--- config.mk ---
export PLATFORM = sky130hd
export DESIGN_NAME = soc_top
export DESIGN_NICKNAME = d
export VERILOG_FILES = /design/src/hdl/soc_pkg.sv /design/src/hdl/soc_reset_gen.sv /design/src/hdl/csr_bridge.sv /design/src/hdl/csr_timer.sv /design/src/hdl/csr_read_collect.sv /design/src/hdl/soc_top.sv
export SDC_FILE = /design/constraint.sdc
export NUM_CORES = 1
export LEC_CHECK = 0
export BUFFER_PORTS_ARGS = -buffer_cell sky130_fd_sc_hd__buf_4
export CORE_AREA = 2 2 211 213
export CTS_BUF_LIST = sky130_fd_sc_hd__clkbuf_4 sky130_fd_sc_hd__clkbuf_8
export CTS_CLUSTER_SIZE = 24
export DETAILED_ROUTE_END_ITERATION = 10
export DIE_AREA = 0 0 213 215
export GPL_TIMING_DRIVEN = 0
export PLACE_DENSITY = 0.72
export SKIP_CTS_REPAIR_TIMING = 1
export SYNTH_ARGS = -nofsm -noshare
export SYNTH_HDL_FRONTEND = slang
export SYNTH_SLANG_ARGS = --single-unit
export TNS_END_PERCENT = 5
--- constraint.sdc ---
create_clock -name sys_clk -period 3.65 [get_ports sys_clk]
set_clock_uncertainty 0.2 [all_clocks]
set_input_delay 0.73 -clock sys_clk [delete_from_list [all_inputs] [get_ports sys_clk]]
set_output_delay 0.73 -clock sys_clk [all_outputs]
set_load 0.01 [all_outputs]
--- src/hdl/soc_pkg.sv ---
// ----------------------------------------------------------
// CSR subsystem shared definitions
// Bus widths, word and address types, timer register map
// and timer run state
// ----------------------------------------------------------

package soc_pkg;

	// ----------------------------------------------------------
	// CSR bus geometry
	// ----------------------------------------------------------

	// Word address, as seen by every peripheral
	parameter int CSR_ADDR_W = 14;
	// Data word width
	parameter int CSR_DATA_W = 32;
	// Upper address bits selecting a peripheral block
	parameter int CSR_BLK_W = 4;
	// Low address bits selecting a register in a block
	parameter int CSR_REG_W = 2;

	// Full CSR address
	typedef logic [CSR_ADDR_W-1:0] csr_addr_t;
	// One CSR data word
	typedef logic [CSR_DATA_W-1:0] csr_word_t;

	// ----------------------------------------------------------
	// Timer register map
	// ----------------------------------------------------------

	// Register index inside a timer block
	typedef enum logic [CSR_REG_W-1:0] {
		// Bit 0 enable, bit 1 autoreload
		REG_CTRL = 2'd0,
		// Match value
		REG_COMPARE = 2'd1,
		// Current count, writable
		REG_COUNTER = 2'd2,
		// Bit 0 pending, write 1 to clear
		REG_STATUS = 2'd3
	} csr_reg_e;

	// CTRL bit positions
	parameter int CTRL_EN_BIT = 0;
	parameter int CTRL_AUTO_BIT = 1;

	// STATUS bit positions
	parameter int STATUS_PEND_BIT = 0;

	// ----------------------------------------------------------
	// Timer run state
	// ----------------------------------------------------------

	// Idle holds the count, run counts up each cycle
	typedef enum logic {
		TIMER_IDLE = 1'b0,
		TIMER_RUN = 1'b1
	} timer_state_e;

endpackage

--- src/hdl/soc_reset_gen.sv ---
// ----------------------------------------------------------
// Power-on reset generator
// Debounces hard_reset into the system reset and drives
// the active-low peripheral reset pin
// ----------------------------------------------------------

`timescale 1ns/1ps

module soc_reset_gen #(
	parameter int RST_DEBOUNCE_W = 5
) (
	input logic sys_clk,
	input logic hard_reset,
	output logic sys_rst,
	output logic periph_rst_n_o
);

	// Debounce down-counter
	logic [RST_DEBOUNCE_W-1:0] rst_cnt;

	// ----------------------------------------------------------
	// Counter
	// ----------------------------------------------------------

	// Reload on every hard_reset cycle, then drain to zero
	always_ff @(posedge sys_clk) begin
		if (hard_reset) begin
			rst_cnt <= '1;
		end else if (rst_cnt != '0) begin
			rst_cnt <= rst_cnt - 1'b1;
		end
	end

	// ----------------------------------------------------------
	// Reset outputs
	// ----------------------------------------------------------

	// Registered "counter nonzero"
	// Released one cycle after the count runs out
	always_ff @(posedge sys_clk) begin
		if (hard_reset) begin
			sys_rst <= 1'b1;
		end else begin
			sys_rst <= (rst_cnt != '0);
		end
	end

	// External peripherals share the system reset, inverted
	assign periph_rst_n_o = ~sys_rst;

endmodule

--- src/hdl/csr_bridge.sv ---
// ----------------------------------------------------------
// Host to CSR bridge
// Turns a single-cycle host strobe into a registered
// CSR bus cycle one clock later
// ----------------------------------------------------------

`timescale 1ns/1ps

module csr_bridge (
	input logic sys_clk,
	input logic sys_rst,

	// Host side
	input logic host_stb_i,
	input logic host_we_i,
	input soc_pkg::csr_addr_t host_adr_i,
	input soc_pkg::csr_word_t host_dat_i,

	// CSR bus
	output soc_pkg::csr_addr_t csr_a,
	output logic csr_we,
	output soc_pkg::csr_word_t csr_dw,
	output logic csr_stb
);

	// ----------------------------------------------------------
	// Bus strobe
	// ----------------------------------------------------------

	// One bus cycle per host strobe, no back-pressure
	// Strobes seen during reset are dropped for good
	always_ff @(posedge sys_clk) begin
		if (sys_rst) begin
			csr_stb <= 1'b0;
		end else begin
			csr_stb <= host_stb_i;
		end
	end

	// ----------------------------------------------------------
	// Address, direction and write data
	// ----------------------------------------------------------

	// Captured alongside the strobe
	// Held between accesses, only meaningful while csr_stb is high
	// Back-to-back strobes overwrite these every cycle,
	// so a new access can follow the previous one directly
	always_ff @(posedge sys_clk) begin
		if (host_stb_i) begin
			csr_a <= host_adr_i;
			csr_we <= host_we_i;
			csr_dw <= host_dat_i;
		end
	end

endmodule

--- src/hdl/csr_timer.sv ---
// ----------------------------------------------------------
// Compare-match timer peripheral
// Four CSR registers in its own block, interrupt on a
// counter match, one-shot or autoreload
// ----------------------------------------------------------

`timescale 1ns/1ps

module csr_timer #(
	parameter int BLK_ADDR = 1
) (
	input logic sys_clk,
	input logic sys_rst,

	// CSR bus
	input soc_pkg::csr_addr_t csr_a,
	input logic csr_we,
	input soc_pkg::csr_word_t csr_dw,
	input logic csr_stb,
	output soc_pkg::csr_word_t csr_dr,

	// Interrupt, level
	output logic irq
);

	// Block number this timer answers to
	localparam logic [soc_pkg::CSR_BLK_W-1:0] BLK_SEL = BLK_ADDR[soc_pkg::CSR_BLK_W-1:0];

	logic blk_hit;
	soc_pkg::csr_reg_e reg_sel;
	logic wr_en;
	logic rd_en;
	logic match;

	soc_pkg::timer_state_e state;
	logic autoreload;
	soc_pkg::csr_word_t compare;
	soc_pkg::csr_word_t counter;
	logic pending;

	// ----------------------------------------------------------
	// Address decode
	// ----------------------------------------------------------

	// Block from the top bits, register from the bottom two
	// Middle bits ignored, so registers alias within the block
	assign blk_hit = (csr_a[soc_pkg::CSR_ADDR_W-1 -: soc_pkg::CSR_BLK_W] == BLK_SEL);
	assign reg_sel = soc_pkg::csr_reg_e'(csr_a[soc_pkg::CSR_REG_W-1:0]);
	assign wr_en = csr_stb & csr_we & blk_hit;
	assign rd_en = csr_stb & ~csr_we & blk_hit;

	// Running and reached the compare value
	assign match = (state == soc_pkg::TIMER_RUN) && (counter == compare);

	// ----------------------------------------------------------
	// Counter FSM and registers
	// ----------------------------------------------------------

	always_ff @(posedge sys_clk) begin
		if (sys_rst) begin
			state <= soc_pkg::TIMER_IDLE;
			autoreload <= 1'b0;
			compare <= '0;
			counter <= '0;
			pending <= 1'b0;
		end else begin
			// Count, wrap or stop on a match
			if (match) begin
				pending <= 1'b1;
				if (autoreload) begin
					counter <= '0;
				end else begin
					// One-shot, count stays at compare
					state <= soc_pkg::TIMER_IDLE;
				end
			end else if (state == soc_pkg::TIMER_RUN) begin
				counter <= counter + 1'b1;
			end

			// Bus writes override the counting above
			if (wr_en) begin
				case (reg_sel)
					soc_pkg::REG_CTRL: begin
						state <= csr_dw[soc_pkg::CTRL_EN_BIT] ? soc_pkg::TIMER_RUN
							: soc_pkg::TIMER_IDLE;
						autoreload <= csr_dw[soc_pkg::CTRL_AUTO_BIT];
					end
					soc_pkg::REG_COMPARE: compare <= csr_dw;
					soc_pkg::REG_COUNTER: counter <= csr_dw;
					soc_pkg::REG_STATUS: begin
						// A match in the same cycle keeps its event
						if (csr_dw[soc_pkg::STATUS_PEND_BIT] && !match) begin
							pending <= 1'b0;
						end
					end
				endcase
			end
		end
	end

	// ----------------------------------------------------------
	// Read data, zero unless this block is read
	// ----------------------------------------------------------

	always_comb begin
		csr_dr = '0;
		if (rd_en) begin
			case (reg_sel)
				soc_pkg::REG_CTRL: begin
					csr_dr[soc_pkg::CTRL_EN_BIT] = (state == soc_pkg::TIMER_RUN);
					csr_dr[soc_pkg::CTRL_AUTO_BIT] = autoreload;
				end
				soc_pkg::REG_COMPARE: csr_dr = compare;
				soc_pkg::REG_COUNTER: csr_dr = counter;
				soc_pkg::REG_STATUS: csr_dr[soc_pkg::STATUS_PEND_BIT] = pending;
			endcase
		end
	end

	// Interrupt follows pending
	assign irq = pending;

endmodule

--- src/hdl/csr_read_collect.sv ---
// ----------------------------------------------------------
// CSR read collector
// ORs peripheral read data, returns data and acknowledge
// to the host and gathers the interrupt lines
// ----------------------------------------------------------

`timescale 1ns/1ps

module csr_read_collect #(
	parameter int N_TIMERS = 4
) (
	input logic sys_clk,
	input logic sys_rst,

	// CSR bus side
	input logic csr_stb,
	input soc_pkg::csr_word_t [N_TIMERS-1:0] csr_dr_all,
	input logic [N_TIMERS-1:0] irq_all,

	// Host side
	output logic host_ack_o,
	output soc_pkg::csr_word_t host_dat_o,
	output logic [N_TIMERS-1:0] irq_o
);

	// Combined read word
	soc_pkg::csr_word_t rd_or;

	// ----------------------------------------------------------
	// Read data reduction
	// ----------------------------------------------------------

	// Idle peripherals drive zero, so OR picks the one addressed
	// Nobody answering means zero data
	always_comb begin
		rd_or = '0;
		for (int i = 0; i < N_TIMERS; i++) begin
			rd_or = rd_or | csr_dr_all[i];
		end
	end

	// ----------------------------------------------------------
	// Output registers
	// ----------------------------------------------------------

	// Ack one cycle after the bus strobe, data with it
	// Interrupt vector one cycle behind pending
	always_ff @(posedge sys_clk) begin
		if (sys_rst) begin
			host_ack_o <= 1'b0;
			host_dat_o <= '0;
			irq_o <= '0;
		end else begin
			host_ack_o <= csr_stb;
			host_dat_o <= rd_or;
			irq_o <= irq_all;
		end
	end

endmodule

--- src/hdl/soc_top.sv ---
// ----------------------------------------------------------
// CSR subsystem top level
// Reset generator, host bridge, a row of timer blocks
// and the read collector
// ----------------------------------------------------------

`timescale 1ns/1ps

module soc_top #(
	parameter int N_TIMERS = 4,
	parameter int RST_DEBOUNCE_W = 5
) (
	input logic sys_clk,
	input logic hard_reset,

	// Host access port
	input logic host_stb_i,
	input logic host_we_i,
	input soc_pkg::csr_addr_t host_adr_i,
	input soc_pkg::csr_word_t host_dat_i,
	output logic host_ack_o,
	output soc_pkg::csr_word_t host_dat_o,

	// Interrupts, one bit per timer
	output logic [N_TIMERS-1:0] irq_o,

	// External peripheral reset
	output logic periph_rst_n_o
);

	logic sys_rst;

	// CSR bus
	soc_pkg::csr_addr_t csr_a;
	logic csr_we;
	soc_pkg::csr_word_t csr_dw;
	logic csr_stb;

	// Per-timer read data and interrupts
	soc_pkg::csr_word_t [N_TIMERS-1:0] csr_dr_all;
	logic [N_TIMERS-1:0] irq_all;

	// ----------------------------------------------------------
	// Reset and host bridge
	// ----------------------------------------------------------

	soc_reset_gen #(
		.RST_DEBOUNCE_W(RST_DEBOUNCE_W)
	) u_reset_gen (
		.sys_clk(sys_clk),
		.hard_reset(hard_reset),
		.sys_rst(sys_rst),
		.periph_rst_n_o(periph_rst_n_o)
	);

	csr_bridge u_bridge (
		.sys_clk(sys_clk),
		.sys_rst(sys_rst),
		.host_stb_i(host_stb_i),
		.host_we_i(host_we_i),
		.host_adr_i(host_adr_i),
		.host_dat_i(host_dat_i),
		.csr_a(csr_a),
		.csr_we(csr_we),
		.csr_dw(csr_dw),
		.csr_stb(csr_stb)
	);

	// ----------------------------------------------------------
	// Timers, block 0 left unmapped
	// ----------------------------------------------------------

	for (genvar i = 0; i < N_TIMERS; i++) begin : g_timer
		csr_timer #(
			.BLK_ADDR(i + 1)
		) u_timer (
			.sys_clk(sys_clk),
			.sys_rst(sys_rst),
			.csr_a(csr_a),
			.csr_we(csr_we),
			.csr_dw(csr_dw),
			.csr_stb(csr_stb),
			.csr_dr(csr_dr_all[i]),
			.irq(irq_all[i])
		);
	end

	// Read return path
	csr_read_collect #(
		.N_TIMERS(N_TIMERS)
	) u_collect (
		.sys_clk(sys_clk),
		.sys_rst(sys_rst),
		.csr_stb(csr_stb),
		.csr_dr_all(csr_dr_all),
		.irq_all(irq_all),
		.host_ack_o(host_ack_o),
		.host_dat_o(host_dat_o),
		.irq_o(irq_o)
	);

endmodule

==> results.txt, run 1 <==
----------------------------------------------------
[Pwr]
  Share of total power in combinational logic ... 0.048
  Int Power ... 6430 uW
  Proportion of power drawn by the clock network ... 0.491
  Max rail drop VDD ... 0.2997 mV
  Sw Pwr ... 2202 uW
  Pwr dens ... 386.7 mW/mm^2
  Static Leakage ... 0.007494 uW
  Part of the total power dissipated in sequential elements ... 0.461
  Switching power share of the total ... 0.2551
  Overall power of the completed layout ... 8632 uW

[Clock tree]
  Cts bufs inserted ... 61
  Cell at the root of the clock tree ... clkbuf_8
  Clock latency at the later pin of the worst-skew pair ... 730 ps
  Sinks on the clock net ... 351
  Clock edge transition at the registers on the reported setup and hold paths ... 60 ps
  Buffer levels on the longest clock path ... 3
  CTS tree ... yes
  H-tree levels ... 2

[Die]
  Vert. Die Dim ... 215 um
  DIE AREA ... 0.04580 mm^2
  DIE WIDTH ... 213 um
  Area of the core region ... 0.04364 mm^2
  Initial Util ... 0.4430
  # rows ... 77
  I/O pin count ... 88

[STA]
  Fin crit share ... 1.022
  Max transition margin ... 0.1098
  Final TNS setup ... -81.90 ps
  Setup repair after global routing missed its margin ... yes
  Max Clk Rate ... 268.0 MHz
  Min Tclk post-route ... 3732 ps
  Worst slew pin tran ... 1335 ps
  Post-Route Hold Slack ... -9.791 ps
  Post-route worst setup slack ... -81.90 ps
  Setup-violating endpoint count in the final report ... 1
  Final Hold Violating Endpoints ... 6
  Count of pins over their slew limit ... 0

[Cells and area]
  Fraction of layout cells with a size suffix above 1 ... 0.08815
  Layout Area Growth over Synthesis ... 15.47%
  Final net count ... 2709

[Global routing]
  Initial antenna violation count ... 5
  Aggregate global-route resource usage ... 0.3747
  Via count of the first global-routing pass ... 19400
  GR Layer Usage met3 ... 0.06985
  Remaining global-route overflow ... 0
  Wire length of the first global-routing pass ... 126100 um
  Most Used Layer, Global Route ... met2
  Met2 track demand over resource ... 0.5721
  Largest net degree at the start of global routing ... 41
  Met1 Resource Use GR ... 0.4660

[Synthesis]
  Multiplexer fraction of the synthesized cell area ... 0.006990
  Seq/Total Area, Yosys ... 0.3837
  Cell Area, Synth ... 0.01933 mm^2
  Async set-or-reset flop fraction in the synthesized netlist ... 0
  Warnings, synthesis ... 0
  Xor-xnor portion of the synthesized cell area ... 0.06569
  Synthesis-stage register bit count ... 351
  Net count after synthesis ... 2543
  Main combinational cell family by area after synthesis ... compound AO/OA/AOI/OAI gates
  Adder-cell share of the synthesized area ... 0.007766
  Most common flop cell mapped by yosys ... dfxtp_1
  Post-synthesis instance total ... 2481
  Fraction of the mapped netlist area in compound gates ... 0.2417
  Simple-gate area share of the yosys netlist ... 0.2301
  Number of synthesized flops with an enable pin ... 39
  Avg Inst Size Synth ... 7.792 um^2
  Count of different cell masters after synthesis ... 67

[Route]
  WL/cell ... 26.48 um
  DRC violations left ... 0
  Vias per cell ... 6.419
  Routed Wire Length ... 87200 um
  Detailed-route via count ... 21140
  Count of TritonRoute iterations in the first routing pass ... 8
  DRT antenna net count ... 0
  Number of violations reported at the end of detailed-routing iteration 0 ... 2979

[Min path]
  Worst min path class ... in -> reg

[Setup path]
  Slowest-stage cell, CP ... clkbuf_1
  Type of the worst setup path ... reg -> reg
  Cell Chain, Critical Path ... inv_1 > ha_1 > clkbuf_1 > clkbuf_1 > clkbuf_1 > a22oi_1 > o22ai_1 > a221oi_1 > nor2_1
  Cell occurring most often along the worst timing path ... clkbuf_1
  Required time of the critical path ... 4060 ps
  Arrival time at the worst endpoint ... 4140 ps
  Startpoint kind of the worst setup timing path ... flop
  Peak per-stage delay on the critical path ... 630 ps
  Setup crit end kind ... flop
  Crit Path Max Fanout ... 10

[Run status]
  Run status ... finished, violations left
  Failing checks ... negative hold slack, negative setup slack

[Placed design]
  Count of buffers inserted at the top-level ports ... 79
  Half-perimeter wire length after detailed placement ... 62220 um
  Weighted congestion reported at the end of routability-driven placement ... 1.043

[Run]
  Max-cap check violation count ... 0

----------------------------------------------------
-- power by group through the flow --
| stage | clock [uW] | sequential, uW | combinational [uW] |
|---|---|---|---|
| after floorplan | 0 | 4040 | 134 |
| after global placement | 0 | 4060 | 364 |
| after detailed placement | 0 | 4060 | 367 |
| after CTS | 4270 | 3980 | 368 |
| after global routing | 4420 | 3980 | 405 |
| final | 4240 | 3980 | 410 |
-- cell usage in the layout, fill, tap and decap left out, drive strengths merged, types with 6 or more instances in the layout --
master         n
a31oi         39
dfxtp        312
clkinv        31
a221oi        52
nor2b         10
or3            8
nor3          72
o21a          20
edfxtp        39
nand4         49
nand3         62
or2            7
a21oi        195
nor2         199
nand2        397
and2          39
clkbuf       311
inv           33
and4          16
ha            12
o22ai         31
nand2b         9
a311oi        35
o21ai         89
xor2         103
a222oi         6
a22o          60
bufinv         9
nor4          48
and3          24
buf          115
a22oi         77
a211oi        59
o31a           7
xnor2         42
dlygate4sd3   24
mux2i          9
-- per-layer routing --
| metal | part of all wire | vias to the layer above |
|---|---|---|
| met5 | 0 | - |
| met4 | 0.092 | 0 |
| met3 | 0.10 | 386 |
| met2 | 0.43 | 1468 |
| met1 | 0.37 | 10030 |
| li1 | - | 9258 |
-- per-stage QoR --
stage / area, um^2 / hold slack [ps] / util / setup slack (ps) / std cells
CTS: 22070 / -51.76 / 0.5057 / -16.30 / 3268
finish: 22320 / -9.791 / 0.5115 / -81.90 / 3293
floorplan: 19330 / 244.3 / - / 1062 / 2481
global placement: 20670 / 262.8 / 0.4735 / -21.77 / 3152
detailed placement: 20670 / 264.9 / 0.4735 / 19.24 / 3152
global route: 22320 / -4.251 / 0.5115 / -18.87 / 3292
-- layout make-up --
cell class,instances,area [um^2]
plain buffers,274,1122
clock buffers,73,960.9
clock inverters,43,444.2
multi-input cells,1824,10680
well taps,592,740.7
repair buffers,103,833.3
diodes,1,2.502
inverters,32,120.1
fillers,4229,21320
flip-flops and latches,351,7417
-- path summary, 6_finish.rpt --
| path | from | to | slack (ps) | cells past startpoint |
|---|---|---|---|---|
| setup reg to reg | u_bridge.csr_a[0] | u_collect.host_dat_o[15] | -80 | 9 |
| setup / recovery | u_bridge.csr_a[0] | u_collect.host_dat_o[15] | -80 | 9 |
| hold / removal | host_dat_i[11] | u_bridge.csr_dw[11] | -10 | 1 |
| hold reg to reg | g_timer[2].u_timer.irq | g_timer[2].u_timer.irq | 280 | 2 |
-- flip-flops by register name (all words and copies together), names as in the netlist --
register	flops
u_reset_gen.sys_rst	1
g_timer.u_timer.compare	128
u_collect.irq_o	4
g_timer.u_timer.state	4
u_collect.host_ack_o	1
u_collect.host_dat_o	32
g_timer.u_timer.irq	4
u_reset_gen.rst_cnt	5
g_timer.u_timer.counter	128
u_bridge.csr_dw	32
g_timer.u_timer.autoreload	4
u_bridge.csr_we	1
u_bridge.csr_stb	1
u_bridge.csr_a	6
-- critical path, delay by kind of cell, from the launching register on --
family	cells	cell delay, ps
AOI/OAI and AO/OA	3	960
adders and majority gates	1	150
buffers and inverters	4	1650
DFF	1	460
and+or+nand+nor	1	180
-- synth_stat cells, drive strengths merged (20+ instances only) --
master / number / area share
and2: 39 / 0.013
a21oi: 195 / 0.050
a311oi: 35 / 0.016
and3: 24 / 0.0078
clkbuf: 238 / 0.046
nand4: 49 / 0.016
a221oi: 52 / 0.024
a211oi: 59 / 0.023
dfxtp: 312 / 0.32
a31oi: 39 / 0.013
nor4: 48 / 0.017
nor3: 72 / 0.019
nand3: 62 / 0.016
edfxtp: 39 / 0.061
o22ai: 31 / 0.010
a22o: 60 / 0.027
nor2: 199 / 0.039
nand2: 397 / 0.077
xor2: 103 / 0.047
buf: 36 / 0.011
a22oi: 77 / 0.030
o21a: 20 / 0.0078
inv: 32 / 0.0062
o21ai: 89 / 0.023
xnor2: 42 / 0.019
-- logic make-up after synthesis --
kind of cell | after synthesis
muxes | 13
buffers and inverters | 306
xor gates and xnor gates | 145
and+or+nand+nor | 956
DFF | 351
AOI/OAI and AO/OA | 698
adders and majority gates | 12
(Power assumes the default switching activity.)
==> run 2: changes to the inputs <==
Settings changed: ABC_CLOCK_PERIOD_IN_PS set to 3650, REMOVE_ABC_BUFFERS set to 1.
==> results.txt, run 2 (synthesis gave the netlist of run 1 again) <==
----------------------------------------------------
[STA]
  Final TNS setup ... 0 ps
  Post-route worst setup slack ... 121.0 ps
  Fin crit share ... 0.9669
  Max Clk Rate ... 283.4 MHz
  Setup-violating endpoint count in the final report ... 0
  Max transition margin ... 0.04896
  Final Hold Violating Endpoints ... 0
  Count of pins over their slew limit ... 0
  Worst slew pin tran ... 1423 ps
  Setup repair after global routing missed its margin ... no
  Min Tclk post-route ... 3529 ps

[Cells and area]
  Non-filler instance count after layout ... 3006
  Design area ... 0.02136 mm^2
  Largest registers ranked by flip-flop count ... g_timer.u_timer.compare (128), g_timer.u_timer.counter (128)
  Antenna diode instance count ... 0
  Layout Area Growth over Synthesis ... 10.47%
  Commonest non-fill, non-tap cell in the layout ... nand2_1
  Fraction of layout cells with a size suffix above 1 ... 0.1007
  Final net count ... 2424
  Area taken by multi-input logic gates ... 0.01078 mm^2
  Highest-count cells in the layout ignoring fill and taps ... nand2_1, dfxtp_1, nor2_1
  Sequential cell area ... 0.007421 mm^2
  Total of fill cells in the finished design ... 4171

[Setup path]
  Cells on worst reg2reg path ... 6
  Setup crit end kind ... flop
  Cell Chain, Critical Path ... or4b_1 > nor2_1 > nand2_2 > and3_1 > o21ai_1 > a21oi_1
  Crit Path Max Fanout ... 38
  Reg-to-Reg Start ... u_bridge.csr_a[11]
  Slowest-stage cell, CP ... nor2_1
  Start point of the critical path ... u_bridge.csr_a[11]
  Type of the worst setup path ... reg -> reg
  Setup slack on the worst flop-to-flop path ... 120 ps
  Worst r2r dst ... g_timer[0].u_timer.counter[25]
  Arrival time at the worst endpoint ... 3880 ps
  Startpoint kind of the worst setup timing path ... flop
  CP Capture Point ... g_timer[0].u_timer.counter[25]
  Peak per-stage delay on the critical path ... 820 ps
  Required time of the critical path ... 4000 ps

[Die]
  Vert. Die Dim ... 215 um
  I/O pin count ... 88
  # rows ... 77
  Initial Util ... 0.4430
  DIE WIDTH ... 213 um
  DIE AREA ... 0.04580 mm^2
  Area of the core region ... 0.04364 mm^2

[Global routing]
  Remaining global-route overflow ... 0
  Largest net degree at the start of global routing ... 86
  Initial antenna violation count ... 0
  Aggregate global-route resource usage ... 0.2794
  Wire length of the first global-routing pass ... 99930 um
  Via count of the first global-routing pass ... 17280

[Pwr]
  Max rail drop VDD ... 0.2465 mV
  Overall power of the completed layout ... 8371 uW
  Pwr dens ... 392.0 mW/mm^2
  Static Leakage ... 0.007101 uW

[Placed design]
  Half-perimeter wire length after detailed placement ... 44910 um
  Setup slack at placement ... -456.3 ps
  Count of buffers inserted at the top-level ports ... 79
  Weighted congestion reported at the end of routability-driven placement ... 0.9626
  Post-placement cell count ... 2891
  DP Area ... 0.01987 mm^2

[Route]
  DRC violations left ... 0
  Number of violations reported at the end of detailed-routing iteration 0 ... 2134
  WL/cell ... 21.75 um
  Detailed-route via count ... 18770
  DRT antenna net count ... 0
  Count of TritonRoute iterations in the first routing pass ... 9
  Routed Wire Length ... 65390 um
  Vias per cell ... 6.244

[Clock tree]
  CTS tree ... yes
  H-tree levels ... 2
  Buffer levels on the longest clock path ... 3
  Clock edge transition at the registers on the reported setup and hold paths ... 60 ps
  Cts bufs inserted ... 60
  Sinks on the clock net ... 351
  Clock latency at the later pin of the worst-skew pair ... 670 ps
  Cell at the root of the clock tree ... clkbuf_8

[Run]
  Max-cap check violation count ... 0

[Run status]
  Run status ... finished, final reports clean

[Min path]
  Worst min path class ... in -> reg

----------------------------------------------------
run 2: cell types whose count changed in the layout (fill, tap and decap cells not counted), sizes merged:
cell,delta
dlygate4sd3,-24
clkbuf,-218
clkinv,-17
bufinv,-4
buf,-22
inv,-1
diode,-1
run 2: worst min path at each step:
stage,startpoint,endpoint,slack [ps],depth (start not counted)
after floorplan,g_timer[0].u_timer.irq,g_timer[0].u_timer.irq,240,2
after global placement,g_timer[2].u_timer.irq,g_timer[2].u_timer.irq,260,2
after detailed placement,g_timer[2].u_timer.irq,g_timer[2].u_timer.irq,260,2
after CTS,host_dat_i[17],u_bridge.csr_dw[17],2,1
after global routing,host_dat_i[14],u_bridge.csr_dw[14],20,1
final,host_dat_i[17],u_bridge.csr_dw[17],30,1
run 2: worst max-delay path: cells and delay by family, from the launching register on:
family | cells | cell delay, ps
DFF | 1 | 450
and+or+nand+nor | 4 | 2560
AOI/OAI and AO/OA | 2 | 210
run 2: metrics by stage:
step	utilization	hold WS, ps
after detailed placement	0.4553	262.3
after floorplan	-	244.3
final	0.4894	28.94
after CTS	0.4877	2.186
after global placement	0.4479	260.5
after global routing	0.4894	16.56
run 2: cell type report:
class	instances	area share
repair buffers	93	0.04124
multi-input cells	1824	0.5048
well taps	592	0.03468
clock buffers	93	0.05525
inverters	32	0.005624
clock inverters	21	0.01090
flip-flops and latches	351	0.3475
run 2: metal layers:
metal / wire [um] / vias up / part of all wire / global-route usage
li1: - / 8681 / - / -
met3: 6306 / 196 / 0.096 / 0.04983
met5: 0 / - / 0 / 0
met1: 25970 / 8935 / 0.40 / 0.3668
met2: 29210 / 956 / 0.45 / 0.4286
met4: 3910 / 0 / 0.060 / 0.1641
run 2: power breakdown:
part           leakage [uW]  total [uW]  internal (uW)  switching, uW
clock network      0.000748        4130           2410           1720
logic               0.00346         170           61.1            108
registers           0.00289        4070           3940            124
total               0.00710        8370           6420           1950
